**src/isa_pkg.sv**
```systemverilog
package isa_pkg;

   // word and field widths
   localparam int XLEN         = 32;
   localparam int INSTR_W      = 32;
   localparam int REG_IDX_W    = 5;
   localparam int NUM_REGS     = 32;
   localparam int INSTR_TYPE_W = 5;
   localparam int ALU_OP_W     = 4;
   localparam int IMM_W        = 22;

   // instruction types, held in bits 31..27
   localparam logic [INSTR_TYPE_W-1:0] INSTR_NOP            = 5'd0;
   localparam logic [INSTR_TYPE_W-1:0] INSTR_ALU_OP         = 5'd1;
   localparam logic [INSTR_TYPE_W-1:0] INSTR_LOAD_IMMEDIATE = 5'd2;
   localparam logic [INSTR_TYPE_W-1:0] INSTR_LOAD           = 5'd3;
   localparam logic [INSTR_TYPE_W-1:0] INSTR_STORE          = 5'd4;
   localparam logic [INSTR_TYPE_W-1:0] INSTR_JUMP           = 5'd5;

   // alu operations
   localparam logic [ALU_OP_W-1:0] ALU_ADD = 4'd0;
   localparam logic [ALU_OP_W-1:0] ALU_SUB = 4'd1;
   localparam logic [ALU_OP_W-1:0] ALU_AND = 4'd2;
   localparam logic [ALU_OP_W-1:0] ALU_OR  = 4'd3;
   localparam logic [ALU_OP_W-1:0] ALU_XOR = 4'd4;
   localparam logic [ALU_OP_W-1:0] ALU_SLL = 4'd5;
   localparam logic [ALU_OP_W-1:0] ALU_SRL = 4'd6;
   // signed compare
   localparam logic [ALU_OP_W-1:0] ALU_SLT = 4'd7;

   // one instruction word, two views of its low bits
   typedef union packed {
      struct packed {
         logic [INSTR_TYPE_W-1:0] instr_type;
         logic [REG_IDX_W-1:0]    rd;
         logic [REG_IDX_W-1:0]    rs0;
         logic [REG_IDX_W-1:0]    rs1;
         logic [ALU_OP_W-1:0]     alu_op;
         logic [7:0]              unused;
      } r;
      struct packed {
         logic [INSTR_TYPE_W-1:0] instr_type;
         logic [REG_IDX_W-1:0]    rd;
         logic [IMM_W-1:0]        imm22;
      } i;
   } instr_u;

endpackage

```
**src/instr_decode.sv**
```systemverilog
`timescale 1ns/10ps

module instr_decode (
   input  logic                             clk_i,
   input  logic                             arst_n_i,
   input  logic                             instr_valid_i,
   input  isa_pkg::instr_u                  instr_i,

   output logic [isa_pkg::INSTR_TYPE_W-1:0] decode_instruction_type_o,
   output logic [isa_pkg::ALU_OP_W-1:0]     alu_op_o,
   output logic [isa_pkg::REG_IDX_W-1:0]    rd_o,
   output logic [isa_pkg::REG_IDX_W-1:0]    rs0_o,
   output logic [isa_pkg::REG_IDX_W-1:0]    rs1_o,
   output logic [isa_pkg::XLEN-1:0]         imm_o
);

   localparam int SIGN_EXT_W = isa_pkg::XLEN - isa_pkg::IMM_W;

   isa_pkg::instr_u instr_q;
   logic            imm_sign;

   // decode register, a missing strobe loads a nop
   always_ff @(posedge clk_i or negedge arst_n_i) begin
      if (!arst_n_i) begin
         instr_q <= '0;
      end else if (instr_valid_i) begin
         instr_q <= instr_i;
      end else begin
         instr_q <= '0;
      end
   end

   // register view
   assign decode_instruction_type_o = instr_q.r.instr_type;
   assign alu_op_o                  = instr_q.r.alu_op;
   assign rd_o                      = instr_q.r.rd;
   assign rs0_o                     = instr_q.r.rs0;
   assign rs1_o                     = instr_q.r.rs1;

   // immediate view, sign extended to the word width
   assign imm_sign = instr_q.i.imm22[isa_pkg::IMM_W-1];
   assign imm_o    = {{SIGN_EXT_W{imm_sign}}, instr_q.i.imm22};

endmodule

```
**config.mk**
```make
export PLATFORM = sky130hd
export DESIGN_NAME = instr_decode
export DESIGN_NICKNAME = d
export VERILOG_FILES = /design/src/isa_pkg.sv /design/src/instr_decode.sv
export SDC_FILE = /design/constraint.sdc
export NUM_CORES = 1
export LEC_CHECK = 0
export BUFFER_PORTS_ARGS = -buffer_cell sky130_fd_sc_hd__buf_4
export CORE_MARGIN = 1
export CORE_UTILIZATION = 39
export CTS_CLUSTER_SIZE = 16
export DETAILED_ROUTE_END_ITERATION = 16
export PLACE_DENSITY = 0.74
export SLEW_MARGIN = 20
export SYNTH_ARGS = -nofsm -noshare
export SYNTH_HDL_FRONTEND = slang
export SYNTH_SLANG_ARGS = --single-unit
```
**constraint.sdc**
```tcl
create_clock -name clk_i -period 0.9 [get_ports clk_i]
set_input_delay 0.045 -clock clk_i [delete_from_list [all_inputs] [get_ports clk_i]]
set_output_delay 0.045 -clock clk_i [all_outputs]
set_load 0.01 [all_outputs]
```
# After elaboration in Yosys (flattened, before gate mapping)
# Cells that the tools add are included.
# classes
muxes	1
# ops
operator	count
2-to-1 mux 32 bit	1
# word_totals
reg_bits	32
out_inout_bits	56

# Logic depth before layout (Yosys ltp)
# depth
word_depth	1
ltp_mapped	2
ltp_nobuf	1

# Worst setup path after synthesis
# Ideal clock, no wire load.
# synth_timing
path_type	flip-flop to output port
startpoint	register instr_q[21] (netlist name)
endpoint	output port imm_o[22] (netlist name)
path_stages_with_launch	2
setup_slack_ns	0.155
t_arrival_ns	0.700
path_buffers	1
cell_sequence	dfrtp_1 > buf_4
# synth_lines
item	line	source
start: declaration	instr_decode.sv:19	isa_pkg::instr_u instr_q;
start signal: assignment	instr_decode.sv:27	instr_q <= instr_i;
end: declaration	instr_decode.sv:14	output logic [isa_pkg::XLEN-1:0] imm_o
# No word-level cell between the ends.

# Worst setup path in the final report
# layout_timing
startpoint	register instr_q[21] (netlist name)
endpoint	output port imm_o[30] (netlist name)
# No word-level cell between the ends.

==> run summary <==
The run finished, with violations left. The final reports fail on negative setup slack. The master cell of the clock root buffer is sky130_fd_sc_hd__clkbuf_4. The detailed-route DRC error count came out at 0. The die boundary width is 58.3 um. Global routing used 8.57% of the available met3 tracks.

The total routing resource utilization after global routing is 19.6%. Based on the critical path, the design can be clocked at up to 984 MHz. Compared with the post-synthesis result, the final layout area differs by 85.9%. The count of buffer and inverter cells on the critical path came out at 1.

The number of slew-limit violations in the final report is 0. In the global route stage, met2 resource usage came out at 35.3%. The instance count of the mapped netlist came out at 91. Among cell families on the critical path, the largest total delay comes from flip-flops.

The layer with the highest usage after global routing is met2. The utilization of the core after routing is 75.9%. The number of flip-flops under the largest register name is 32. Ranked by instance count, the synthesized netlist is headed by sky130_fd_sc_hd__and2_2, sky130_fd_sc_hd__dfrtp_1, sky130_fd_sc_hd__buf_4.

The longest clock path from root to sink contains 2 buffers. The average wire length per cell after detail routing came out at 13.2 um. TritonCTS built the clock tree. The hold path startpoint is instr_valid_i. The post-synthesis cell type with the largest combined area is sky130_fd_sc_hd__dfrtp_1.

By area the synthesized netlist is led by sky130_fd_sc_hd__dfrtp_1, sky130_fd_sc_hd__and2_2, sky130_fd_sc_hd__buf_4, sky130_fd_sc_hd__clkbuf_2. After layout, the worst setup slack is -117 ps. The number of global-route vias before repair came out at 989. The area enclosed by the die boundary is 3400 um^2. The core region is 3030 um^2. The instance count along the most critical hold path came out at 2. For this block, the via count after detailed routing is 963.

The initial antenna violation count came to 0. The clock transition at the registers of the reported paths is 90 ps. The buffers inserted during post-CTS setup optimization came out at 0.

Ranked by flip-flop count, first place goes to instr_q. The global-route wire length before repair is 4610 um. The max-capacitance violation count came out at 0. The weighted congestion reported at the end of routability-driven placement came out at 0.656. The relative slew slack is 74.2%. In this run the remaining antenna-violating nets after routing total 0. The worst slack at placement is 159 ps.

In this run the number of H-tree levels came out at 2. STA puts the critical path data arrival time at 970 ps. The count of state elements after synthesis came out at 32. The I/O pin count came out at 91. The number of nets in the synthesized netlist is 126.

The average footprint of a synthesized cell came out at 13.6 um^2. The number of design-rule violations left by the first detailed-router iteration came out at 11. Setup repair after global routing could not meet its margin everywhere. The most used flip-flop cell after synthesis is sky130_fd_sc_hd__dfrtp_1.

The actual transition at the worst max-transition pin is 388 ps. The required time at the endpoint of the critical path is 850 ps. The met1 usage in global routing came out at 20.0%. Power spread over the standard cell area amounts to 1270 nW/um^2. The proportion of layout cells with a drive suffix above 1 is 66.7%. The number of nets in the final layout came out at 229.

The die extent in y came out at 58.3 um. The post-detailed-placement half-perimeter wirelength came out at 1730 um. The hold violation count in the final report is 0. The number of antenna diodes is 0.

In this run, CTS created clock tree buffers numbering 5. The average vias per placed instance is 4.08. Setup violations remaining at the end of the flow were counted as 38.

The worst setup path is launched from a flop. The number of library cell types mapped by synthesis is 4. In this run the worst path has a maximum fanout of 12. The share of flip-flops with an asynchronous set or reset came out at 100%. For hold timing, the worst endpoint is instr_q[13]. The post-layout minimum cycle time is 1020 ps.

The final cycle utilization of the critical path came out at 113%. The number of placement rows came out at 20. The Yosys step of the flow raised 0 warnings.

The path category of the worst min-delay check is in -> reg. The largest registers in the layout are instr_q (32). For this run, the slowest stage of the critical path takes 480 ps. The mapped netlist covers 1240 um^2. The fraction of post-synthesis cell area in the top cell type by area is 64.8%. The startpoint-to-endpoint class of the critical path is reg -> out.

The slowest stage of the critical path is the sky130_fd_sc_hd__dfrtp_2 cell. The static leakage power is 1.17 nW. The maximum ir drop on the vdd rail is 1.02 mV. The total wire length came out at 3120 um.

Yosys mapped a number of flops with a built-in enable equal to 0. The initial core utilization is 40.8%. The number of port buffers is 90. Entering global routing, the biggest net connects 33 pins. Walking the worst path, the cells encountered are buf_4.

The final setup TNS is -1640 ps. The remaining global-route overflow came out at 0. The register area share after synthesis is 64.8%.

The critical path endpoint category is a primary output. The number of iterations in the first detailed-routing pass came out at 2. The number of clock sinks is 32.
worst max-delay path by stage:
stage,startpoint,to,slack [ps],cells after the start
after global routing,instr_q[21],imm_o[30],-170,1
final,instr_q[21],imm_o[30],-120,1
after CTS,instr_q[21],imm_o[24],-140,1
after detailed placement,instr_q[21],imm_o[24],160,1
after global placement,instr_q[21],rs0_o[4],180,1
after floorplan,instr_q[21],imm_o[22],150,1
cells by family (layout without fill, tap and decap cells):
family	count (synthesis)	after routing	share of synthesized area, %
DFF	32	32	64.8
and+or+nand+nor	32	32	19.4
buffers and inverters	27	128	15.8
per-stage QoR:
step / cell area, um^2 / power [mW] / hold WS [ps] / instances
2_1_floorplan: 1240 / 1.79 / -251 / 91
3_3_place_gp: 1770 / 2.05 / -8.61 / 198
3_5_place_dp: 1770 / 2.06 / 2.00 / 198
4_1_cts: 2260 / 2.91 / 123 / 236
5_1_grt: 2300 / 3.06 / 123 / 236
6_report: 2300 / 2.92 / 137 / 236
report_power, final:
part           switching, mW  internal, mW
logic                  0.219         0.445
clock network          0.430         0.260
registers             0.0532          1.51
total                  0.702          2.22
cells in the final DEF (no fill, tap or decap), drive strengths merged:
cell,count
buf,90
dlygate4sd3,33
and2,32
dfrtp,32
clkbuf,5
cell type report:
type | instances | area [um^2]
clock buffers | 5 | 37.5
fillers | 195 | 729
multi-input cells | 32 | 240
flip-flops and latches | 32 | 802
well taps | 44 | 55.1
repair buffers | 123 | 1160
routing by layer:
layer / part of all wire [%] / vias up
li1: - / 452
met1: 34 / 441
met2: 55 / 65
met3: 9.1 / 5
met4: 1.4 / 0
met5: 0 / -
what timing repair did:
action                                 in CTS  in global routing
setup endpoints to repair                  44                 56
endpoints found under the hold margin      64                  0
hold buffers                               33                  0
resized for setup                          33                 10
(Power assumes the default switching activity.)
