## config.mk

```make
export PLATFORM = sky130hd
export DESIGN_NAME = reg_file_control_flat
export DESIGN_NICKNAME = d
export VERILOG_FILES = /design/src/isa_pkg.sv /design/src/cpu_ifs.sv /design/src/reg_file_control.sv /design/src/flat_wrapper.sv
export SDC_FILE = /design/constraint.sdc
export NUM_CORES = 1
export LEC_CHECK = 0
export BUFFER_PORTS_ARGS = -buffer_cell sky130_fd_sc_hd__buf_2
export CAP_MARGIN = 15
export CORE_MARGIN = 2
export CORE_UTILIZATION = 23
export DETAILED_ROUTE_END_ITERATION = 12
export PLACE_DENSITY = 0.85
export RECOVER_POWER = 25
export SYNTH_ARGS = -nofsm -noshare
export SYNTH_HDL_FRONTEND = slang
export SYNTH_SLANG_ARGS = --single-unit
```

## constraint.sdc

```tcl
create_clock -name vclk -period 0.8
set_clock_uncertainty 0.1 [all_clocks]
set_input_delay 0.04 -clock vclk [all_inputs]
set_output_delay 0.04 -clock vclk [all_outputs]
set_load 0.05 [all_outputs]
```

## src/isa_pkg.sv

```systemverilog
package isa_pkg;

   // word and field widths
   localparam int XLEN         = 32;
   localparam int INSTR_W      = 32;
   localparam int REG_IDX_W    = 5;
   localparam int NUM_REGS     = 32;
   localparam int INSTR_TYPE_W = 5;
   localparam int ALU_OP_W     = 4;
   localparam int IMM_W        = 22;

   // instruction types, held in bits 31..27
   localparam logic [INSTR_TYPE_W-1:0] INSTR_NOP            = 5'd0;
   localparam logic [INSTR_TYPE_W-1:0] INSTR_ALU_OP         = 5'd1;
   localparam logic [INSTR_TYPE_W-1:0] INSTR_LOAD_IMMEDIATE = 5'd2;
   localparam logic [INSTR_TYPE_W-1:0] INSTR_LOAD           = 5'd3;
   localparam logic [INSTR_TYPE_W-1:0] INSTR_STORE          = 5'd4;
   localparam logic [INSTR_TYPE_W-1:0] INSTR_JUMP           = 5'd5;

   // alu operations
   localparam logic [ALU_OP_W-1:0] ALU_ADD = 4'd0;
   localparam logic [ALU_OP_W-1:0] ALU_SUB = 4'd1;
   localparam logic [ALU_OP_W-1:0] ALU_AND = 4'd2;
   localparam logic [ALU_OP_W-1:0] ALU_OR  = 4'd3;
   localparam logic [ALU_OP_W-1:0] ALU_XOR = 4'd4;
   localparam logic [ALU_OP_W-1:0] ALU_SLL = 4'd5;
   localparam logic [ALU_OP_W-1:0] ALU_SRL = 4'd6;
   // signed compare
   localparam logic [ALU_OP_W-1:0] ALU_SLT = 4'd7;

   // one instruction word, two views of its low bits
   typedef union packed {
      struct packed {
         logic [INSTR_TYPE_W-1:0] instr_type;
         logic [REG_IDX_W-1:0]    rd;
         logic [REG_IDX_W-1:0]    rs0;
         logic [REG_IDX_W-1:0]    rs1;
         logic [ALU_OP_W-1:0]     alu_op;
         logic [7:0]              unused;
      } r;
      struct packed {
         logic [INSTR_TYPE_W-1:0] instr_type;
         logic [REG_IDX_W-1:0]    rd;
         logic [IMM_W-1:0]        imm22;
      } i;
   } instr_u;

endpackage

```

## src/cpu_ifs.sv

```systemverilog
`timescale 1ns/10ps

// register file read ports, addresses from the control block
interface rf_read_if;

   logic [isa_pkg::REG_IDX_W-1:0] raddr0;
   logic [isa_pkg::REG_IDX_W-1:0] raddr1;
   logic [isa_pkg::XLEN-1:0]      rdata0;
   logic [isa_pkg::XLEN-1:0]      rdata1;

   modport addr (
      output raddr0,
      output raddr1
   );

   modport regs (
      input  raddr0,
      input  raddr1,
      output rdata0,
      output rdata1
   );

   // execute stage samples both operands
   modport operands (
      input rdata0,
      input rdata1
   );

endinterface


```

## src/reg_file_control.sv

```systemverilog
`timescale 1ns/10ps

module reg_file_control (
   input  logic [isa_pkg::INSTR_TYPE_W-1:0] decode_instruction_type_i,
   input  logic [isa_pkg::REG_IDX_W-1:0]    rs0_i,
   input  logic [isa_pkg::REG_IDX_W-1:0]    rs1_i,

   input  logic [isa_pkg::INSTR_TYPE_W-1:0] write_back_instruction_type_i,
   input  logic [isa_pkg::REG_IDX_W-1:0]    wb_rd_i,
   input  logic [isa_pkg::XLEN-1:0]         wb_data_i,

   // write port of the register file
   output logic [isa_pkg::REG_IDX_W-1:0]    write_address_o,
   output logic [isa_pkg::XLEN-1:0]         write_data_o,
   output logic                             write_enable_o,

   rf_read_if.addr                          rf_rd
);

   logic wb_is_alu_instr;
   logic wb_is_load_imm_instr;
   logic wb_is_load_instr;

   // read addresses follow the decode stage type
   always_comb begin
      case (decode_instruction_type_i)
         isa_pkg::INSTR_LOAD: begin
            // address register only
            rf_rd.raddr0 = rs0_i;
            rf_rd.raddr1 = '0;
         end
         isa_pkg::INSTR_ALU_OP,
         isa_pkg::INSTR_STORE,
         isa_pkg::INSTR_JUMP: begin
            // store: data and address, jump: condition and target
            rf_rd.raddr0 = rs0_i;
            rf_rd.raddr1 = rs1_i;
         end
         default: begin
            rf_rd.raddr0 = '0;
            rf_rd.raddr1 = '0;
         end
      endcase
   end

   // write side follows the write-back stage type
   assign wb_is_alu_instr      = write_back_instruction_type_i == isa_pkg::INSTR_ALU_OP;
   assign wb_is_load_imm_instr =
      write_back_instruction_type_i == isa_pkg::INSTR_LOAD_IMMEDIATE;
   assign wb_is_load_instr     = write_back_instruction_type_i == isa_pkg::INSTR_LOAD;

   // store, jump and nop leave the registers alone
   assign write_enable_o  = wb_is_alu_instr || wb_is_load_imm_instr || wb_is_load_instr;
   assign write_address_o = wb_rd_i;
   assign write_data_o    = wb_data_i;

endmodule

```

## src/flat_wrapper.sv

```systemverilog
// flat-port wrapper written by rule: the top's interface ports become plain ports
module reg_file_control_flat 
  (decode_instruction_type_i, rs0_i, rs1_i, write_back_instruction_type_i, wb_rd_i, wb_data_i, write_address_o, write_data_o, write_enable_o, rf_rd_raddr0, rf_rd_raddr1);
  rf_read_if rf_rd_i ();
  input  logic [isa_pkg::INSTR_TYPE_W-1:0] decode_instruction_type_i;
  input  logic [isa_pkg::REG_IDX_W-1:0] rs0_i;
  input  logic [isa_pkg::REG_IDX_W-1:0] rs1_i;
  input  logic [isa_pkg::INSTR_TYPE_W-1:0] write_back_instruction_type_i;
  input  logic [isa_pkg::REG_IDX_W-1:0] wb_rd_i;
  input  logic [isa_pkg::XLEN-1:0] wb_data_i;
  output logic [isa_pkg::REG_IDX_W-1:0] write_address_o;
  output logic [isa_pkg::XLEN-1:0] write_data_o;
  output logic write_enable_o;
  output wire logic [$bits(rf_rd_i.raddr0)-1:0] rf_rd_raddr0;
  output wire logic [$bits(rf_rd_i.raddr1)-1:0] rf_rd_raddr1;
  assign rf_rd_raddr0 = rf_rd_i.raddr0;
  assign rf_rd_raddr1 = rf_rd_i.raddr1;
  reg_file_control u_core (.decode_instruction_type_i(decode_instruction_type_i), .rs0_i(rs0_i), .rs1_i(rs1_i), .write_back_instruction_type_i(write_back_instruction_type_i), .wb_rd_i(wb_rd_i), .wb_data_i(wb_data_i), .write_address_o(write_address_o), .write_data_o(write_data_o), .write_enable_o(write_enable_o), .rf_rd(rf_rd_i));
endmodule
```

# Word level (Yosys, flattened, before mapping)
# Cells that the tools add are included.
[classes] eq_ne=7 n_mux=2 n_reduce_logical=4
[op_table] op="5-bit by 2-bit equality test with 1-bit output (second input constant)" n=3
[op_table] op="5-bit by 1-bit equality test with 1-bit output (second input constant)" n=2
[op_table] op="5-bit by 3-bit equality test with 1-bit output (second input constant)" n=2
[op_table] op="5-bit 2-to-1 mux" n=2
[op_table] op="4-bit OR reduction" n=1
[op_table] op="3-bit OR reduction" n=1
[op_table] op="1-bit logical OR" n=2
[totals] reg_bits=0 elab_cells=13

# Longest topological paths before layout
[logic_depth] word_depth=3 mapped_depth=2 depth_no_buf=2

# Worst setup path before layout
# No wires, ideal clock.
[synth_timing] kind="input-to-output" startpoint="in decode_instruction_type_i[1] in the netlist's numbering" endpoint="out rf_rd_raddr0[0]" t_arrival_ns=2.012 path_slack_ns=-1.352 cell_stages=2 path_buffers=0 cell_sequence="nand2b_1 > a2111oi_1"
[synth_between] elab_chain_len=3 word_cells_on_any_way=6 classes_between="4 x eq/ne; 1 x mux; 1 x reduce/logical"
[synth_lines] item="start: declaration" line="flat_wrapper.sv:5" source="input logic [isa_pkg::INSTR_TYPE_W-1:0] decode_instruction_type_i;"
[synth_lines] item="5-bit by 2-bit equality test with 1-bit output (tied with other cells)" line="reg_file_control.sv:26" source="case (decode_instruction_type_i)"
[synth_lines] item="4-bit OR reduction (no line) (*)"
[synth_lines] item="5-bit 2-to-1 mux (*)" line="reg_file_control.sv:26"
[synth_lines] item="end: declaration" line="flat_wrapper.sv:14" source="output wire logic [$bits(rf_rd_i.raddr0)-1:0] rf_rd_raddr0;"
# Mark *: on every way between the ends. The rest lies on a longest branch, timed or not.

# Worst setup path after layout
[layout_timing] startpoint="in decode_instruction_type_i[1] in the netlist's numbering" endpoint="out rf_rd_raddr0[2]"
# The elaborated chain is that of the path after synthesis.

==> metrics.csv <==
stage;metric;value;unit
setup_path;cp-start-kind;primary input;
sta;finalCritPeriodShare;134;%
floorplanning;std_cell_rows;15;
sta;max_slew_margin;64.6;%
sta;finalCriticalPeriod;1070;ps
status;status;complete, but fails checks;
floorplanning;coreArea;1730;sq um
placed_design;routabilityCongestion;0.595;
final_layout;finish.utilization;56.4;%
placed_design;hpwl;1.07;mm
status;violations;negative setup slack;
synthesis;synth_area;427;sq um
global_routing;grt_pass1_vias;466;
floorplanning;dieHeight;47.1;um
final_layout;area.growth.synth_to_final;128;%
synthesis;synth_top_cell_area_share;65.1;%
placed_design;io_buffer_count;31;
pwr;ir_drop;0.000511;V
setup_path;criticalPathCategory;in2out;
sta;drv_slew;0;
floorplanning;design.portCount;105;
sta;rsz0062_at_grt;true;
final_layout;drive_above_1_share;51.1;%
detailed_routing;routedWlPerCell;13.6;um
sta;worst_slack;-274;ps
synthesis;synth_top_cell_by_area;buf_4;
sta;tightest_slew;534;ps
final_layout;n_clock_buffer;0;
detailed_routing;drc;0;
sta;clock.fmax;932;MHz
final_layout;seq_cells;0;
setup_path;cp_max_fo;5;
sta;setup_tns;-2270;ps
global_routing;grt_overflow;0;
final_layout;nets;149;
synthesis;syn_area_per_cell;7.36;sq um
synthesis;synth-seq-area-share;0;%
final_layout;antennaDiodeCount;0;
pwr;power.leakage;0.643;nW
detailed_routing;drtIter0Drc;2;
floorplanning;start_util;24.7;%
global_routing;grt.total_usage;12.6;%
job;max_cap_violations;0;
setup_path;required;660;ps
synthesis;synth_area_leaders;buf_4 65%, a2111oi_1 9.4%, and3_1 7.3%, inv_1 4.4%, a2111oi_2 3.5%;
synthesis;synth-warning-count;0;
pwr;p_per_area;811;nW/um^2
synthesis;netlist_instances;58;
detailed_routing;vias;476;
synthesis;ys_types;10;
final_layout;fillers;153;
setup_path;cp.arrival;930;ps
hold_path;hold_class;in2out;
synthesis;synth_nets;115;
detailed_routing;dr.pass1.iters;2;
detailed_routing;vias_per_cell;4.14;
sta;finalSetupViolCount;10;
global_routing;grt_max_degree;7;
floorplanning;dieWidth;47.1;um
final_layout;layout.cells.non_filler;115;
setup_path;endpoint_kind;output port;
final_layout;seq_area;0;sq um
global_routing;grt_pass1_wl;2.08;mm
placed_design;dp_cells;78;
detailed_routing;drt_wl_total;1.57;mm
sta;timing.final.hold_violations;0;
global_routing;antenna_found_initial;0;
detailed_routing;ant_nets;0;
floorplanning;die-area;2220;sq um
==> report_power, final <==
group	switching (mW)	internal [mW]	total (mW)	leakage, nW
Combinational	0.530	0.259	0.789	0.643
Sequential	0	0	0	0
Clock	0	0	0	0
==> cells by family (layout without fill, tap and decap cells) <==
family                 after synthesis  count (layout)  share of synthesized area (%)
AOI/OAI and AO/OA                    6               6                           15.2
buffers and inverters               42              74                           69.5
and+or+nand+nor                     10              10                           15.3
==> placed cells by master (no fill, tap or decap), drive strengths merged <==
master	synthesis	final
nor4	1	1
clkdlybuf4s25	0	9
dlymetal6s4s	0	28
nor2	2	2
and3	5	5
inv	5	5
a2111oi	5	5
buf	37	32
o21ba	1	1
nand2b	2	2
==> cells in the mapped netlist <==
master	instances
buf_4	37
nor4_1	1
nand2b_4	1
a2111oi_1	4
nor2_1	2
nand2b_1	1
inv_1	5
o21ba_2	1
a2111oi_2	1
and3_1	5
==> critical path, stage by stage <==
cell	delay, ps
buf_6	90
nand2b_4	190
a2111oi_4	400
buf_6	210
==> stage by stage <==
step | power (mW) | cell area, sq um | worst slack (ps) | hold slack (ps)
2_1_floorplan | 0.628 | 538 | -340 | 45.5
5_1_grt | 0.817 | 973 | -316 | 277
6_report | 0.789 | 973 | -274 | 270
4_1_cts | 0.762 | 890 | -289 | 298
3_5_place_dp | 0.237 | 467 | -417 | -19.7
3_3_place_gp | 0.231 | 467 | -367 | -19.7
==> what timing repair did <==
item                                   CTS  global route
pin swaps                                3             2
resized for setup                       17            41
cloned                                   0             0
setup endpoints to repair               11            48
hold buffers                            37             0
buffers inserted                         0             0
endpoints found under the hold margin   37             0
==> routing by layer <==
metal  global-route usage (%)  share of wire, %  vias to the layer above
met2                     29.9                66                       44
met1                     11.4                25                      213
met3                     1.15               9.3                        0
met5                        0                 0                        -
li1                         -                 -                      219
met4                        0                 0                        0
==> path summary, 6_finish.rpt <==
check / from / to / slack, ps / cells past startpoint
setup / recovery: decode_instruction_type_i[1] / rf_rd_raddr0[2] / -270 / 4
hold / removal: write_back_instruction_type_i[4] / write_enable_o / 270 / 3
==> cell type report <==
type | count | area [sq um] | area share, %
Inverter | 5 | 18.8 | 1.93
Tap cell | 25 | 31.3 | 3.21
Timing Repair Buffer | 69 | 682 | 70.1
Multi-Input combinational cell | 16 | 241 | 24.8
(Power assumes the default switching activity.)
