File: src/isa_pkg.sv
package isa_pkg;

   // word and field widths
   localparam int XLEN         = 32;
   localparam int INSTR_W      = 32;
   localparam int REG_IDX_W    = 5;
   localparam int NUM_REGS     = 32;
   localparam int INSTR_TYPE_W = 5;
   localparam int ALU_OP_W     = 4;
   localparam int IMM_W        = 22;

   // instruction types, held in bits 31..27
   localparam logic [INSTR_TYPE_W-1:0] INSTR_NOP            = 5'd0;
   localparam logic [INSTR_TYPE_W-1:0] INSTR_ALU_OP         = 5'd1;
   localparam logic [INSTR_TYPE_W-1:0] INSTR_LOAD_IMMEDIATE = 5'd2;
   localparam logic [INSTR_TYPE_W-1:0] INSTR_LOAD           = 5'd3;
   localparam logic [INSTR_TYPE_W-1:0] INSTR_STORE          = 5'd4;
   localparam logic [INSTR_TYPE_W-1:0] INSTR_JUMP           = 5'd5;

   // alu operations
   localparam logic [ALU_OP_W-1:0] ALU_ADD = 4'd0;
   localparam logic [ALU_OP_W-1:0] ALU_SUB = 4'd1;
   localparam logic [ALU_OP_W-1:0] ALU_AND = 4'd2;
   localparam logic [ALU_OP_W-1:0] ALU_OR  = 4'd3;
   localparam logic [ALU_OP_W-1:0] ALU_XOR = 4'd4;
   localparam logic [ALU_OP_W-1:0] ALU_SLL = 4'd5;
   localparam logic [ALU_OP_W-1:0] ALU_SRL = 4'd6;
   // signed compare
   localparam logic [ALU_OP_W-1:0] ALU_SLT = 4'd7;

   // one instruction word, two views of its low bits
   typedef union packed {
      struct packed {
         logic [INSTR_TYPE_W-1:0] instr_type;
         logic [REG_IDX_W-1:0]    rd;
         logic [REG_IDX_W-1:0]    rs0;
         logic [REG_IDX_W-1:0]    rs1;
         logic [ALU_OP_W-1:0]     alu_op;
         logic [7:0]              unused;
      } r;
      struct packed {
         logic [INSTR_TYPE_W-1:0] instr_type;
         logic [REG_IDX_W-1:0]    rd;
         logic [IMM_W-1:0]        imm22;
      } i;
   } instr_u;

endpackage

File: src/mem_pkg.sv
package mem_pkg;

   // default number of data memory words, must stay a power of two
   localparam int DMEM_DEPTH_DEFAULT = 64;

   // one memory word holds one register value
   localparam int DMEM_WORD_W = isa_pkg::XLEN;

   // the memory index is the low bits of the address register value,
   // so addresses above the depth wrap around

endpackage

File: src/cpu_ifs.sv


// data memory access, word index only
interface dmem_if #(
   parameter int ADDR_W = $clog2(mem_pkg::DMEM_DEPTH_DEFAULT)
);

   logic [ADDR_W-1:0]               addr;
   logic [mem_pkg::DMEM_WORD_W-1:0] wdata;
   logic                            we;
   logic [mem_pkg::DMEM_WORD_W-1:0] rdata;

   modport master (
      output addr,
      output wdata,
      output we,
      input  rdata
   );

   modport mem (
      input  addr,
      input  wdata,
      input  we,
      output rdata
   );

endinterface

File: src/data_memory.sv
`timescale 1ns/10ps

module data_memory #(
   parameter int DMEM_DEPTH = mem_pkg::DMEM_DEPTH_DEFAULT
) (
   input logic clk_i,
   input logic arst_n_i,

   dmem_if.mem dmem
);

   logic [mem_pkg::DMEM_WORD_W-1:0] mem_q [DMEM_DEPTH];

   // whole array clears on reset, writes on we
   always_ff @(posedge clk_i or negedge arst_n_i) begin
      if (!arst_n_i) begin
         for (int i = 0; i < DMEM_DEPTH; i++) begin
            mem_q[i] <= '0;
         end
      end else if (dmem.we) begin
         mem_q[dmem.addr] <= dmem.wdata;
      end
   end

   // asynchronous read
   assign dmem.rdata = mem_q[dmem.addr];

endmodule

File: src/flat_wrapper.sv
// flat-port wrapper written by rule: the top's interface ports become plain ports
module data_memory_flat 
#(
   parameter int DMEM_DEPTH = mem_pkg::DMEM_DEPTH_DEFAULT
)
  (clk_i, arst_n_i, dmem_addr, dmem_wdata, dmem_we, dmem_rdata);
  dmem_if dmem_i ();
  input logic clk_i;
  input logic arst_n_i;
  input wire logic [$bits(dmem_i.addr)-1:0] dmem_addr;
  input wire logic [$bits(dmem_i.wdata)-1:0] dmem_wdata;
  input wire logic [$bits(dmem_i.we)-1:0] dmem_we;
  output wire logic [$bits(dmem_i.rdata)-1:0] dmem_rdata;
  assign dmem_i.addr = dmem_addr;
  assign dmem_i.wdata = dmem_wdata;
  assign dmem_i.we = dmem_we;
  assign dmem_rdata = dmem_i.rdata;
  data_memory #(.DMEM_DEPTH(DMEM_DEPTH)) u_core (.clk_i(clk_i), .arst_n_i(arst_n_i), .dmem(dmem_i));
endmodule
File: config.mk
export PLATFORM = sky130hd
export DESIGN_NAME = data_memory_flat
export DESIGN_NICKNAME = d
export VERILOG_FILES = /design/src/isa_pkg.sv /design/src/mem_pkg.sv /design/src/cpu_ifs.sv /design/src/data_memory.sv /design/src/flat_wrapper.sv
export SDC_FILE = /design/constraint.sdc
export NUM_CORES = 2
export LEC_CHECK = 0
export BUFFER_PORTS_ARGS = -buffer_cell sky130_fd_sc_hd__buf_2
export CAP_MARGIN = 20
export CORE_UTILIZATION = 55
export DETAILED_ROUTE_END_ITERATION = 8
export GPL_TIMING_DRIVEN = 0
export HOLD_SLACK_MARGIN = 0.12
export PLACE_DENSITY = 0.78
export SYNTH_ARGS = -nofsm -noshare
export SYNTH_HDL_FRONTEND = slang
export SYNTH_SLANG_ARGS = --single-unit
File: constraint.sdc
create_clock -name clk_i -period 2.7 [get_ports clk_i]
set_clock_uncertainty 0.05 [all_clocks]
set_input_delay 0.27 -clock clk_i [delete_from_list [all_inputs] [get_ports clk_i]]
set_output_delay 0.27 -clock clk_i [all_outputs]
set_load 0.01 [all_outputs]
Yosys cells after proc, flatten, opt, wreduce, memory -nomap -nowiden
Index checks and enable logic that the tools add are counted.

Mux-type cells: 6. $lt $le $gt $ge: 2. Bitwise logic cells: 1. Reductions and logical operators: 1.

Operators by type and width (count): 2048-bit bitwise mux (1); 32-bit binary-select mux with 6-bit select (1); 32-bit demux with 6-bit select (1); 32-bit two-way mux (3); 7-bit >= comparator, second input constant (1); 7-bit by 1-bit less-than comparator with 1-bit output, second input constant (1); 6-bit NOT with 7-bit output (1); 1-bit logical AND (1).

Input port bits: 41. Output and inout port bits: 32. Flip-flop bits (word level): 2048.

Depth between registers and ports, before layout
Word-level depth: 6. Depth in mapped cells: 11. Gate-level depth less buffers: 6.

Least setup slack after synthesis
OpenSTA, ideal clock, no wires.

Kind: input to output. Start point: input port dmem_addr[1]. End point: output port dmem_rdata[12]. Slack: 0.334 ns. Required time: 2.380 ns. Arrival time: 2.046 ns. Stages: 7. Path through: buf_4 buf_4 clkbuf_1 mux4_2 a22oi_1 nand4_1 or4_1.

Cells in the longest elaborated chain, start to end: 4.

RTL lines: start: declaration (RTL line flat_wrapper.sv:10) `input wire logic [$bits(dmem_i.addr)-1:0] dmem_addr;`; 6-bit NOT with 7-bit output (implied by the code) (RTL line data_memory.sv:26) `assign dmem.rdata = mem_q[dmem.addr];`; 32-bit binary-select mux with 6-bit select (RTL line data_memory.sv:26); 32-bit two-way mux (implied by the code) (2 in a row) (RTL line data_memory.sv:26); end: declaration (RTL line flat_wrapper.sv:13) `output wire logic [$bits(dmem_i.rdata)-1:0] dmem_rdata;`.

Every way passes these cells. The select of a mux whose other input is x is not followed.

Worst setup path in the final report
Start point: register u_core.mem_q[12] (netlist name). End point: output port dmem_rdata[12].

Cells in the longest elaborated chain, start to end: 3.

RTL lines: start: declaration (RTL line data_memory.sv:12) `logic [mem_pkg::DMEM_WORD_W-1:0] mem_q [DMEM_DEPTH];`; start signal: indexed assignment (RTL line data_memory.sv:21) `mem_q[dmem.addr] <= dmem.wdata;`; 32-bit binary-select mux with 6-bit select (RTL line data_memory.sv:26); 32-bit two-way mux (implied by the code) (2 in a row) (RTL line data_memory.sv:26).

Every way passes these cells. The select of a mux whose other input is x is not followed.

==> impl.org <==
** Status
- The final reports fail on hold timing, setup timing.
- Status :: complete, but fails checks

** Worst setup path
- For this run, the slowest stage of the critical path takes 670 ps.
- Data required time of the worst path :: 2380 ps
- The worst setup path is launched from a flip-flop.
- The critical path is of the flip-flop to output pin type.
- The worst setup path is captured at an output pin.
- Grouping stages by cell kind, the critical path spends the most delay in simple AND/OR/NAND/NOR gates.
- Max stage delay cell, worst path :: or4_4
- Data arrival, critical path :: between 3000 and 4000 ps
- The critical path goes through mux4_2, a22oi_2, nand4_1, or4_4, buf_6.
- Of all nets on the critical path, the largest fanout is 2.
- Combined buffer and inverter count along the critical path :: 1

** Layout
- The register with the most flip-flops in the layout has just over 2000 of them.
- In the final layout, the multi-input gates occupy roughly 40000 um2.
- Final core occ :: 0.6713
- The largest registers in the layout are u_core.mem_q (2048).
- In the final design database the tool counted 7330 nets.
- From synthesis to final layout, the design area changed by 20.63%.
- Commonest non-fill, non-tap cell in the layout :: mux2_2
- Register ranked first by flip-flop count :: u_core.mem_q
- The library cells used most frequently in the layout, excluding fill and tap cells, are 2099 x mux2_2, 2047 x dfrtp_1, 393 x a22oi_1.
- Across the whole layout, storage elements account for 51250 um2.
- Ratio of cells with drive above 1 in the final layout :: 0.4843
- Fill cell total of the finished layout :: 11830

** Die
- Die Footprint :: 169200 um2
- Die height :: 411.3 um
- Row generation in the floorplan step produced 149 rows.
- Chip Width :: 411.3 um
- For this design the top-level I/O count stands at 73.
- The initial utilization of the core area, before any placement, comes to 0.5565.
- Floorplan Core Area :: 165500 um2

** Synth
- Seq cells post-synth :: 2048
- Of the synthesized area, sequential elements account for 0.5563.
- The share of synthesized area in the top cell type comes to 0.5563.
- Area leader, netlist :: dfrtp_1
- In the synthesized netlist the async set-or-reset flop fraction comes to 1.000.
- Counting every net in the synthesized netlist gives 6841.
- In this run, synthesis inferred 0 flip-flops with an integrated enable.
- Averaged over all synthesized cells, the footprint is 13.55 um2.
- After synthesis, the cell types taking the most area are dfrtp_1 56%, mux2_2 26%, a22oi_1 4.2%.
- The cell count after synthesis came out at 6800.
- The number of different library cells used by synthesis comes to 52.
- Most instantiated flip-flop cell in the synthesis netlist :: dfrtp_1
- Total of warnings raised by yosys :: 0
- Syn Std Cell Area :: 92130 um2

** Timing
- Setup violations remaining at the end of the flow were counted as 78.
- Achievable frequency :: 275.8 MHz
- Worst slew pin tran :: 1389 ps
- Worst relative slew slack :: 0.07429
- Subtracting the final worst setup slack from the clock period gives 3625 ps.
- The count of final max-slew check failures was 0.
- The tightest hold path in the finished design has a slack of -685.6 ps.
- Crit share post-route :: 1.343
- Count of final hold-check violations :: 178
- Unrepaired setup endpoints after global routing :: true
- Fin worst setup slack :: -925.2 ps

** Routing
- Total via count after detailed routing :: 74630
- In the routed layout, each cell is associated on average with a via count of 7.624.
- For this block, the initial DRC count from the detailed router was 12620.
- Post-detailed-route DRC marker count :: 0
- Routed wire length :: 496.5 mm
- The first TritonRoute pass finished after 9 iterations.
- The count of nets left with antenna violations once routing finished came out at 0.
- Wire length per cell :: slightly above 50 um

** Power and ir drop
- The worst-case IR drop observed on VDD is 743.7 uV.
- P_leak :: around 50 nW
- Power spread over the standard cell area amounts to 733.7 nW/um2.
- Power comes to between 80 and 90 mW.

** Global route
- Maximum number of pins on one net before global-route repair :: 170
- Sum of overflow across all layers after global routing :: 0
- Number of antenna violations at the first check in global routing :: 75
- Wire length of the first global-routing pass :: between 600 and 700 mm
- In the global route stage, overall resource usage came out at 0.5824.
- Vias in the first global route :: roughly 70000

** Min path
- Path category of the worst min-delay check :: primary input to async pin

** CTS
- Clock latency on the worst-skew pair, taken at its later pin, is 890 ps.
- CTS tree :: done
- The clock passes through at most 3 buffers.
- Depth of the CTS H-tree :: 4
- Counting every sink on the clock net gives slightly above 2000.
- Clock transition at the registers of the reported paths :: 60 ps
- The tree is rooted in a clkbuf_16.
- Number of buffers created by CTS :: 211

** Flow run
- Reported max-cap violation count :: 0

** Placed design
- During placement, the flow inserted port buffers numbering 40.
- Placer Congestion :: 1.110
- After legalization and detailed placement, the total HPWL measured 353.6 mm.
-- cell usage after synthesis, types with 49 or more instances --
| cell type | n |
|---|---|
| a211oi_1 | 49 |
| a21oi_1 | 223 |
| a221oi_1 | 210 |
| a22oi_1 | 512 |
| buf_1 | 155 |
| buf_2 | 256 |
| clkbuf_1 | 310 |
| dfrtp_1 | 2048 |
| mux2_2 | 2099 |
| mux2i_1 | 91 |
| mux4_2 | 66 |
| nand2_1 | 114 |
| nor2_1 | 85 |
| o21ai_0 | 127 |
| o22ai_1 | 127 |
-- where the power goes --
part | leakage, nW | switching, mW | total [mW] | internal (mW)
clock network | 3.58 | 13.3 | 31.2 | 17.9
registers | 27.2 | 2.49 | 37.3 | 34.8
logic | 19.5 | 7.56 | 13.1 | 5.53
-- metal layers --
| layer | vias to the layer above | track usage | wire length (um) |
|---|---|---|---|
| li1 | 26650 | - | - |
| met1 | 39010 | 0.6878 | 168800 |
| met2 | 6891 | 0.7400 | 189900 |
| met3 | 2045 | 0.3349 | 82880 |
| met4 | 38 | 0.5147 | 53740 |
| met5 | - | 0.02657 | 1200 |
-- cell families (layout without fill, tap and decap cells) --
kind of cell / after synthesis / after routing / share of synthesized area
buffers and inverters: 751 / 1417 / 0.03574
DFF: 2048 / 2048 / 0.5563
muxes: 2256 / 2256 / 0.2826
other: 0 / 134 / 0
and+or+nand+nor: 362 / 362 / 0.01952
AOI/OAI and AO/OA: 1383 / 1383 / 0.1059
-- stage by stage --
| step | setup slack, ps | area [um2] | std cells | TNS, ps |
|---|---|---|---|---|
| 6_report | -925.2 | 111100 | 9789 | -22910 |
| 2_1_floorplan | 334.1 | 92130 | 6800 | 0 |
| 4_1_cts | -798.2 | 109200 | 9586 | -18000 |
| 3_3_place_gp | -43890 | 95070 | 9029 | - |
| 3_5_place_dp | -3059 | 97000 | 9139 | -2357510 |
| 5_1_grt | -912.0 | 111000 | 9730 | -18350 |
-- layout make-up --
type | count | area share
antenna | 134 | 0.003017
buffer | 748 | 0.05510
clock buffer | 322 | 0.05772
clock inverter | 68 | 0.007824
inverter | 1 | 0.00006755
multi-input combinational | 4001 | 0.3592
sequential | 2048 | 0.4611
tap | 2189 | 0.02464
timing repair buffer | 278 | 0.03131
-- final timing paths --
check / from / to / slack (ps) / cells after the start
hold / removal: arst_n_i / u_core.mem_q[1767]$_DFFE_PN0P_ / -690 / 1
max in group asynchronous: arst_n_i / u_core.mem_q[1052]$_DFFE_PN0P_ / 450 / 4
hold reg to reg: u_core.mem_q[42]$_DFFE_PN0P_ / u_core.mem_q[42]$_DFFE_PN0P_ / 450 / 1
min in group clk_i: dmem_wdata[2] / u_core.mem_q[1826]$_DFFE_PN0P_ / 120 / 2
setup reg to reg: u_core.mem_q[2004]$_DFFE_PN0P_ / u_core.mem_q[2004]$_DFFE_PN0P_ / 1730 / 1
setup / recovery: u_core.mem_q[12]$_DFFE_PN0P_ / dmem_rdata[12] / -930 / 5
-- repair_timing --
item                                   4_1_cts  5_1_grt
buffers inserted                            42       59
endpoints found under the hold margin      209      160
gates resized for setup                   1189      236
hold buffers                                16        3
pin swaps                                  129       88
setup endpoints to repair                 1184      269
gates cloned                                 0        3
Note: power is estimated with default switching activity, not from simulation.
