[src/isa_pkg.sv]
package isa_pkg;

   // word and field widths
   localparam int XLEN         = 32;
   localparam int INSTR_W      = 32;
   localparam int REG_IDX_W    = 5;
   localparam int NUM_REGS     = 32;
   localparam int INSTR_TYPE_W = 5;
   localparam int ALU_OP_W     = 4;
   localparam int IMM_W        = 22;

   // instruction types, held in bits 31..27
   localparam logic [INSTR_TYPE_W-1:0] INSTR_NOP            = 5'd0;
   localparam logic [INSTR_TYPE_W-1:0] INSTR_ALU_OP         = 5'd1;
   localparam logic [INSTR_TYPE_W-1:0] INSTR_LOAD_IMMEDIATE = 5'd2;
   localparam logic [INSTR_TYPE_W-1:0] INSTR_LOAD           = 5'd3;
   localparam logic [INSTR_TYPE_W-1:0] INSTR_STORE          = 5'd4;
   localparam logic [INSTR_TYPE_W-1:0] INSTR_JUMP           = 5'd5;

   // alu operations
   localparam logic [ALU_OP_W-1:0] ALU_ADD = 4'd0;
   localparam logic [ALU_OP_W-1:0] ALU_SUB = 4'd1;
   localparam logic [ALU_OP_W-1:0] ALU_AND = 4'd2;
   localparam logic [ALU_OP_W-1:0] ALU_OR  = 4'd3;
   localparam logic [ALU_OP_W-1:0] ALU_XOR = 4'd4;
   localparam logic [ALU_OP_W-1:0] ALU_SLL = 4'd5;
   localparam logic [ALU_OP_W-1:0] ALU_SRL = 4'd6;
   // signed compare
   localparam logic [ALU_OP_W-1:0] ALU_SLT = 4'd7;

   // one instruction word, two views of its low bits
   typedef union packed {
      struct packed {
         logic [INSTR_TYPE_W-1:0] instr_type;
         logic [REG_IDX_W-1:0]    rd;
         logic [REG_IDX_W-1:0]    rs0;
         logic [REG_IDX_W-1:0]    rs1;
         logic [ALU_OP_W-1:0]     alu_op;
         logic [7:0]              unused;
      } r;
      struct packed {
         logic [INSTR_TYPE_W-1:0] instr_type;
         logic [REG_IDX_W-1:0]    rd;
         logic [IMM_W-1:0]        imm22;
      } i;
   } instr_u;

endpackage

[src/mem_pkg.sv]
package mem_pkg;

   // default number of data memory words, must stay a power of two
   localparam int DMEM_DEPTH_DEFAULT = 64;

   // one memory word holds one register value
   localparam int DMEM_WORD_W = isa_pkg::XLEN;

   // the memory index is the low bits of the address register value,
   // so addresses above the depth wrap around

endpackage

[src/cpu_ifs.sv]
`timescale 1ns/10ps

// register file read ports, addresses from the control block
interface rf_read_if;

   logic [isa_pkg::REG_IDX_W-1:0] raddr0;
   logic [isa_pkg::REG_IDX_W-1:0] raddr1;
   logic [isa_pkg::XLEN-1:0]      rdata0;
   logic [isa_pkg::XLEN-1:0]      rdata1;

   modport addr (
      output raddr0,
      output raddr1
   );

   modport regs (
      input  raddr0,
      input  raddr1,
      output rdata0,
      output rdata1
   );

   // execute stage samples both operands
   modport operands (
      input rdata0,
      input rdata1
   );

endinterface

// data memory access, word index only
interface dmem_if #(
   parameter int ADDR_W = $clog2(mem_pkg::DMEM_DEPTH_DEFAULT)
);

   logic [ADDR_W-1:0]               addr;
   logic [mem_pkg::DMEM_WORD_W-1:0] wdata;
   logic                            we;
   logic [mem_pkg::DMEM_WORD_W-1:0] rdata;

   modport master (
      output addr,
      output wdata,
      output we,
      input  rdata
   );

   modport mem (
      input  addr,
      input  wdata,
      input  we,
      output rdata
   );

endinterface

[src/execute_stage.sv]
`timescale 1ns/10ps

module execute_stage #(
   parameter int DMEM_DEPTH = mem_pkg::DMEM_DEPTH_DEFAULT
) (
   input  logic                             clk_i,
   input  logic                             arst_n_i,

   // decode fields
   input  logic [isa_pkg::INSTR_TYPE_W-1:0] decode_instruction_type_i,
   input  logic [isa_pkg::ALU_OP_W-1:0]     alu_op_i,
   input  logic [isa_pkg::REG_IDX_W-1:0]    rd_i,
   input  logic [isa_pkg::XLEN-1:0]         imm_i,

   rf_read_if.operands                      rf_rd,
   dmem_if.master                           dmem,

   // write-back stage, towards the control block
   output logic [isa_pkg::INSTR_TYPE_W-1:0] write_back_instruction_type_o,
   output logic [isa_pkg::REG_IDX_W-1:0]    wb_rd_o,
   output logic [isa_pkg::XLEN-1:0]         wb_data_o,

   output logic                             jump_valid_o,
   output logic                             jump_taken_o,
   output logic [isa_pkg::XLEN-1:0]         jump_target_o
);

   localparam int DMEM_ADDR_W = $clog2(DMEM_DEPTH);
   localparam int SHAMT_W     = $clog2(isa_pkg::XLEN);

   logic [isa_pkg::INSTR_TYPE_W-1:0] ex_type_q;
   logic [isa_pkg::ALU_OP_W-1:0]     ex_alu_op_q;
   logic [isa_pkg::REG_IDX_W-1:0]    ex_rd_q;
   logic [isa_pkg::XLEN-1:0]         ex_imm_q;
   logic [isa_pkg::XLEN-1:0]         ex_op0_q;
   logic [isa_pkg::XLEN-1:0]         ex_op1_q;

   logic [isa_pkg::XLEN-1:0]         alu_result;
   logic [isa_pkg::XLEN-1:0]         ex_result;
   logic                             ex_is_store;
   logic                             ex_is_jump;

   logic [isa_pkg::INSTR_TYPE_W-1:0] wb_type_q;
   logic [isa_pkg::REG_IDX_W-1:0]    wb_rd_q;
   logic [isa_pkg::XLEN-1:0]         wb_data_q;

   // stage types reset to nop, payload follows them
   always_ff @(posedge clk_i or negedge arst_n_i) begin
      if (!arst_n_i) begin
         ex_type_q <= isa_pkg::INSTR_NOP;
         wb_type_q <= isa_pkg::INSTR_NOP;
      end else begin
         ex_type_q <= decode_instruction_type_i;
         wb_type_q <= ex_type_q;
      end
   end

   always_ff @(posedge clk_i) begin
      ex_alu_op_q <= alu_op_i;
      ex_rd_q     <= rd_i;
      ex_imm_q    <= imm_i;
      ex_op0_q    <= rf_rd.rdata0;
      ex_op1_q    <= rf_rd.rdata1;
      wb_rd_q     <= ex_rd_q;
      wb_data_q   <= ex_result;
   end

   // alu
   always_comb begin
      case (ex_alu_op_q)
         isa_pkg::ALU_ADD: alu_result = ex_op0_q + ex_op1_q;
         isa_pkg::ALU_SUB: alu_result = ex_op0_q - ex_op1_q;
         isa_pkg::ALU_AND: alu_result = ex_op0_q & ex_op1_q;
         isa_pkg::ALU_OR:  alu_result = ex_op0_q | ex_op1_q;
         isa_pkg::ALU_XOR: alu_result = ex_op0_q ^ ex_op1_q;
         isa_pkg::ALU_SLL: alu_result = ex_op0_q << ex_op1_q[SHAMT_W-1:0];
         isa_pkg::ALU_SRL: alu_result = ex_op0_q >> ex_op1_q[SHAMT_W-1:0];
         isa_pkg::ALU_SLT: begin
            alu_result    = '0;
            alu_result[0] = $signed(ex_op0_q) < $signed(ex_op1_q);
         end
         default:          alu_result = '0;
      endcase
   end

   // memory, store addresses through operand 1, load through operand 0
   assign ex_is_store = ex_type_q == isa_pkg::INSTR_STORE;
   assign dmem.we     = ex_is_store;
   assign dmem.wdata  = ex_op0_q;
   assign dmem.addr   = ex_is_store ? ex_op1_q[DMEM_ADDR_W-1:0] : ex_op0_q[DMEM_ADDR_W-1:0];

   // jumps are only reported
   assign ex_is_jump    = ex_type_q == isa_pkg::INSTR_JUMP;
   assign jump_valid_o  = ex_is_jump;
   assign jump_taken_o  = ex_is_jump && (ex_op0_q != '0);
   assign jump_target_o = ex_op1_q;

   // result for the write-back register
   always_comb begin
      case (ex_type_q)
         isa_pkg::INSTR_ALU_OP:         ex_result = alu_result;
         isa_pkg::INSTR_LOAD_IMMEDIATE: ex_result = ex_imm_q;
         isa_pkg::INSTR_LOAD:           ex_result = dmem.rdata;
         default:                       ex_result = '0;
      endcase
   end

   assign write_back_instruction_type_o = wb_type_q;
   assign wb_rd_o                       = wb_rd_q;
   assign wb_data_o                     = wb_data_q;

endmodule

[src/flat_wrapper.sv]
// flat-port wrapper written by rule: the top's interface ports become plain ports
module execute_stage_flat 
#(
   parameter int DMEM_DEPTH = mem_pkg::DMEM_DEPTH_DEFAULT
)
  (clk_i, arst_n_i, decode_instruction_type_i, alu_op_i, rd_i, imm_i, write_back_instruction_type_o, wb_rd_o, wb_data_o, jump_valid_o, jump_taken_o, jump_target_o, rf_rd_rdata0, rf_rd_rdata1, dmem_addr, dmem_wdata, dmem_we, dmem_rdata);
  rf_read_if rf_rd_i ();
  dmem_if dmem_i ();
  input  logic clk_i;
  input  logic arst_n_i;
  input  logic [isa_pkg::INSTR_TYPE_W-1:0] decode_instruction_type_i;
  input  logic [isa_pkg::ALU_OP_W-1:0] alu_op_i;
  input  logic [isa_pkg::REG_IDX_W-1:0] rd_i;
  input  logic [isa_pkg::XLEN-1:0] imm_i;
  output logic [isa_pkg::INSTR_TYPE_W-1:0] write_back_instruction_type_o;
  output logic [isa_pkg::REG_IDX_W-1:0] wb_rd_o;
  output logic [isa_pkg::XLEN-1:0] wb_data_o;
  output logic jump_valid_o;
  output logic jump_taken_o;
  output logic [isa_pkg::XLEN-1:0] jump_target_o;
  input wire logic [$bits(rf_rd_i.rdata0)-1:0] rf_rd_rdata0;
  input wire logic [$bits(rf_rd_i.rdata1)-1:0] rf_rd_rdata1;
  output wire logic [$bits(dmem_i.addr)-1:0] dmem_addr;
  output wire logic [$bits(dmem_i.wdata)-1:0] dmem_wdata;
  output wire logic [$bits(dmem_i.we)-1:0] dmem_we;
  input wire logic [$bits(dmem_i.rdata)-1:0] dmem_rdata;
  assign rf_rd_i.rdata0 = rf_rd_rdata0;
  assign rf_rd_i.rdata1 = rf_rd_rdata1;
  assign dmem_addr = dmem_i.addr;
  assign dmem_wdata = dmem_i.wdata;
  assign dmem_we = dmem_i.we;
  assign dmem_i.rdata = dmem_rdata;
  execute_stage #(.DMEM_DEPTH(DMEM_DEPTH)) u_core (.clk_i(clk_i), .arst_n_i(arst_n_i), .decode_instruction_type_i(decode_instruction_type_i), .alu_op_i(alu_op_i), .rd_i(rd_i), .imm_i(imm_i), .rf_rd(rf_rd_i), .dmem(dmem_i), .write_back_instruction_type_o(write_back_instruction_type_o), .wb_rd_o(wb_rd_o), .wb_data_o(wb_data_o), .jump_valid_o(jump_valid_o), .jump_taken_o(jump_taken_o), .jump_target_o(jump_target_o));
endmodule
[config.mk]
export PLATFORM = sky130hd
export DESIGN_NAME = execute_stage_flat
export DESIGN_NICKNAME = d
export VERILOG_FILES = /design/src/isa_pkg.sv /design/src/mem_pkg.sv /design/src/cpu_ifs.sv /design/src/execute_stage.sv /design/src/flat_wrapper.sv
export SDC_FILE = /design/constraint.sdc
export NUM_CORES = 1
export LEC_CHECK = 0
export BUFFER_PORTS_ARGS = -buffer_cell sky130_fd_sc_hd__buf_4
export CORE_ASPECT_RATIO = 1.1
export CORE_MARGIN = 1.5
export CORE_UTILIZATION = 45
export CTS_CLUSTER_SIZE = 10
export DETAILED_ROUTE_END_ITERATION = 12
export PLACE_DENSITY = 0.65
export SLEW_MARGIN = 20
export SYNTH_ARGS = -nofsm -noshare
export SYNTH_HDL_FRONTEND = slang
export SYNTH_SLANG_ARGS = --single-unit
[constraint.sdc]
create_clock -name clk_i -period 7.88 [get_ports clk_i]
set_clock_uncertainty 0.2 [all_clocks]
set_input_delay 0.394 -clock clk_i [delete_from_list [all_inputs] [get_ports clk_i]]
set_output_delay 0.394 -clock clk_i [all_outputs]
set_load 0.01 [all_outputs]
# [Word-level counts from Yosys, hierarchy flattened]
# Cells that the tools add are included.
[classes] magnitude_cmp=1 n_eq_ne=12 n_mux=3 shifts=2 n_bitwise=3 reduce_logical=3 add_sub_neg=2
[ops] operator="$pmux W32 S8" n=1
[ops] operator="$pmux W32 S3" n=1
[ops] operator="$add A32 B32 Y32" n=1
[ops] operator="$and A32 B32 Y32" n=1
[ops] operator="$lt A32 B32 Y1" n=1
[ops] operator="$or A32 B32 Y32" n=1
[ops] operator="$reduce_bool A32 Y1" n=1
[ops] operator="$shl A32 B5 Y32" n=1
[ops] operator="$shr A32 B5 Y32" n=1
[ops] operator="$sub A32 B32 Y32" n=1
[ops] operator="$xor A32 B32 Y32" n=1
[ops] operator="$eq A4 B3 Y1 const B" n=4
[ops] operator="$eq A5 B2 Y1 const B" n=2
[ops] operator="$eq A5 B3 Y1 const B" n=2
[ops] operator="$eq A4 B2 Y1 const B" n=2
[ops] operator="$mux W6" n=1
[ops] operator="$eq A5 B1 Y1 const B" n=1
[ops] operator="$eq A4 B1 Y1 const B" n=1
[ops] operator="$logic_not A4 Y1" n=1
[ops] operator="$logic_and A1 B1 Y1" n=1
[totals] out_inout_bits=115 input_bits=144 reg_bits=152 elab_cells=35

# [Depth between registers and ports, before layout]
[logic_depth] ltp_word=3 mapped_depth=14 mapped_depth_nobuf=12

# [Worst setup path after synthesis]
# Ideal clock, no wire load.
[synth_path] path_type="register to register" startpoint="register u_core.ex_op1_q, in the netlist u_core.jump_target_o[2]" endpoint="register u_core.wb_data_q, in the netlist u_core.wb_data_o[30]" setup_ns=0.116 path_slack_ns=4.263 path_buffers=3 stages_incl_launch_ff=15 required_time_ns=7.564 period_less_slack_ns=3.617 arrival_ns=3.302 cell_sequence="dfxtp_1 clkbuf_1 clkinv_1 clkbuf_1 clkbuf_1 ha_1 o21bai_1 a211oi_1 o21bai_1 nand4_1 a21oi_1 nand4_1 and4_1 o31a_1 a31o_1"
[synth_via] elab_chain_cells=3 word_cells_on_any_way=6 classes_between="add/sub (2); shift (2); mux (2)"
[synth_lines] element="from (decl)" line_no="execute_stage.sv:36" text="logic [isa_pkg::XLEN-1:0] ex_op1_q;"
[synth_lines] element="from (signal assigned)" line_no="execute_stage.sv:63" text="ex_op1_q <= rf_rd.rdata1;"
[synth_lines] element="$sub A32 B32 Y32 (tied with other cells)" line_no="execute_stage.sv:72" text="isa_pkg::ALU_SUB: alu_result = ex_op0_q - ex_op1_q;"
[synth_lines] element="$pmux W32 S8 (*)" line_no="execute_stage.sv:70" text="case (ex_alu_op_q)"
[synth_lines] element="$pmux W32 S3 (*)" line_no="execute_stage.sv:100" text="case (ex_type_q)"
[synth_lines] element="named net u_core.ex_result, one bit" line_no="execute_stage.sv:39" text="logic [isa_pkg::XLEN-1:0] ex_result;"
[synth_lines] element="to (signal assigned)" line_no="execute_stage.sv:65" text="wb_data_q <= ex_result;"
[synth_lines] element="to (decl)" line_no="execute_stage.sv:45" text="logic [isa_pkg::XLEN-1:0] wb_data_q;"
# Mark *: on every way through the listed nets, which the timed path passes. The rest lies on a longest branch.

# [Worst setup path after layout]
[layout_path] startpoint="register u_core.ex_op1_q, in the netlist u_core.jump_target_o[3]" endpoint="register u_core.wb_data_q, in the netlist u_core.wb_data_o[30]"
# The elaborated chain is that of the path after synthesis.

==> results.yml <==
layout:
  seq_area_mm2: 0.00310
  finish.instance_area_mm2: 0.0160
  drive_gt1_share_pct: 21.7
  fillers: 2334
  mostFrequentLayoutCell: "buf_4"
  final_cell_mix: "buf_4, nor2_1, dfxtp_1"
  diodes: 0
  fin_nets: 2033
  syn_to_final_growth_pct: 31.9
  multiInputGateArea_mm2: 0.00819
drt:
  initialDrtViolationCount: 1646
  vias: 13539
  viasPerCell: 6.30
  drtPass1Iterations: 6
  routed_wl_mm: 54.6
  ant_nets: 0
  wl_per_cell_um: 25.4
  drc_errors: 0
clock_network:
  cts_num_sinks: 152
  ctsResizeCount: 0
  cts_buffers: 17
  postCtsSetupBuffers: 0
  htree_levels: 4
  hold_buffers: 111
  clkLatencyLatePin_ns: 0.45
  cts_max_path_buffers: 2
  cts.reportedPaths.clkPinSlew_ns: 0.07
  cts_root_buf: "clkbuf_16"
  cts_tree: "yes"
power:
  ir_drop_v: 0.000122
  p_leak_nw: 7.13
  p_per_area_mw_per_mm2: 161
setup_path:
  critPathMostFrequentCell: "nand4_1"
  cp_top_family: "compound AO/OA/AOI/OAI gates"
  cp.required_ns: 8.02
  critPathArrivalTime_ns: 4.82
  cp_slowest_cell: "buf_4"
  critPathCaptureType: "flop"
  start_kind: "flop"
  worst-path-buf-inv: 2
  criticalPathCategory: "flop to flop"
  cpPeakStageDelay_ns: 0.56
  path_max_fanout: 69
  cp_cell_sequence: "buf_4 > inv_2 > ha_1 > nor2_2 > a211oi_1 > o21bai_1 > nand4_1 > a21oi_1 > nand4_1 > and4_1 > o31a_1 > a31o_1"
sta:
  fmax_ghz: 0.214
  hold_violations: 0
  tns_ns: 0
  setup_viol: 0
  period_minus_slack_ns: 4.68
  rsz0062_at_grt: "no"
  relSlewSlack_pct: 28.0
  period_share_pct: 59.4
  slew_violations: 0
  worstMarginPinSlew_ns: 1.08
synth:
  synth_top_area_share_pct: 23.5
  synth_edf_count: 0
  syn_nets: 1730
  synth_top_cells_by_area: "dfxtp_1, ha_1, mux2i_1"
  syn_avg_cell_area_um2: 8.18
  syn_inst: 1481
  synth-warning-count: 0
  yosys.area.top_type: "dfxtp_1"
  synth_top_flop_cell: "dfxtp_1"
  synth.distinct_cells: 81
  synth_seq_cells: 152
  netlist_area_mm2: 0.0121
  async_reset_ff_share_pct: 6.58
  yosysSeqAreaShare_pct: 25.5
floorplanning:
  core_mm2: 0.0263
  initial_core_util_pct: 46.1
  die_y_um: 175
  die-area_mm2: 0.0279
  die_x_um: 159
  io_pins: 259
  rows: 62
outcome:
  status: "complete, no violations"
grt:
  grt-ovfl-total: 0
  grt_pass1_vias: 13008
  antenna_found_initial: 0
  track_usage_pct: 38.6
  grt_pass1_wl_mm: 80.9
  grt_start_max_net_pins: 70
placed_design:
  port_buffers: 258
  post-dp-hpwl_mm: 40.3
  gp_congestion: 1.02
  post_dp_cell_area_mm2: 0.0142
run:
  cap_viol_max_count: 0
worst_hold_path:
  hp-class: "primary input to flop"
## worst register-to-register path, delay by kind of cell, from the launching register on
family                     cells  cell delay, ns
AOI/OAI and AO/OA              5            1.42
adders and majority gates      1            0.54
buffers and inverters          2            1.09
DFF                            1            0.31
and+or+nand+nor                4            1.03
## Yosys cell counts (all sizes together), types with 5 or more instances
cell type and count:
o21bai 13, o21ai 120, mux4 32, nand4 10
o221ai 10, xnor2 16, o31ai 14, o22ai 26
mux2i 82, nand2b 6, o211ai 10, clkbuf 59
mux2 12, a221oi 33, a221o 8, o41ai 5
buf 47, a211o 9, or3 9, and3 8
inv 100, ha 103, a21o 17, nor2b 10
a211oi 35, a31oi 17, nor4 21, dfrtp 10
nor3 35, a22oi 6, nand3 20, dfxtp 142
o21a 8, a2111oi 6, nor2 157, and2 5
nand2 89, a21oi 123
## sequential cells by signal, summed over array words and instances (netlist names), 5 cells and up
register and count:
u_core.dmem.wdata 32, u_core.ex_imm_q 32, u_core.jump_target_o 32, u_core.wb_data_o 32, u_core.ex_rd_q 5, u_core.ex_type_q 5
u_core.wb_rd_o 5, u_core.write_back_instruction_type_o 5
## per-layer routing
| metal | vias up | GRT usage (%) | routed length [um] |
|---|---|---|---|
| met3 | 184 | 4.49 | 4250 |
| li1 | 6057 | - | - |
| met2 | 874 | 63.1 | 25200 |
| met4 | 0 | 23.4 | 3560 |
| met5 | - | 0 | 0 |
| met1 | 6424 | 48.8 | 21600 |
## final cells by class
type                            instances  share of cell area [%]
Sequential cell                       152                    19.4
Tap cell                              352                    2.76
Clock inverter                         15                    1.43
Timing Repair Buffer                  390                    20.1
Clock buffer                           17                    2.66
Multi-Input combinational cell       1122                    51.3
Inverter                              101                    2.37
## through the flow
step,cells,worst slack (ns),hold slack (ns),utilization [%],total power (W)
4_1_cts,2149,3.37,0.0373,60.7,0.00255
5_1_grt,2149,3.02,0.0811,60.7,0.00266
3_3_place_gp,2006,3.49,0.0204,54.0,0.00158
3_5_place_dp,2006,3.39,0.0254,54.0,0.00158
2_1_floorplan,1481,4.26,-0.102,-,0.00130
6_report,2149,3.20,0.0383,60.7,0.00257
## final timing paths
kind	from	end	slack (ns)	cells after the start
setup reg to reg	u_core.jump_target_o[3]	u_core.wb_data_o[30]	3.20	12
setup / recovery	u_core.jump_target_o[3]	u_core.wb_data_o[30]	3.20	12
hold reg to reg	u_core.ex_rd_q[4]	u_core.wb_rd_o[4]	0.12	0
min in group asynchronous	arst_n_i	u_core.ex_type_q[0]	0.11	2
max in group asynchronous	arst_n_i	u_core.ex_type_q[0]	7.22	2
hold / removal	dmem_rdata[2]	u_core.wb_data_o[2]	0.04	3
## power breakdown
| part | switching (W) | internal (W) |
|---|---|---|
| Sequential | 0.0000509 | 0.000805 |
| Clock | 0.000392 | 0.000545 |
| Combinational | 0.000456 | 0.000324 |
## kinds of logic (layout without fill, tap and decap cells)
family                   after synthesis  count (layout)  share of synthesized area, %
AO/OA/AOI/OAI                        489             489                          26.7
multiplexers                         126             126                          13.8
adder cells (fa/ha/maj)              105             105                          11.0
XOR/XNOR                              20              20                          1.45
AND/OR/NAND/NOR                      382             382                          14.5
buffers and inverters                207             523                          7.06
flip-flops                           152             152                          25.5
Power figures use the tool's default switching activity.
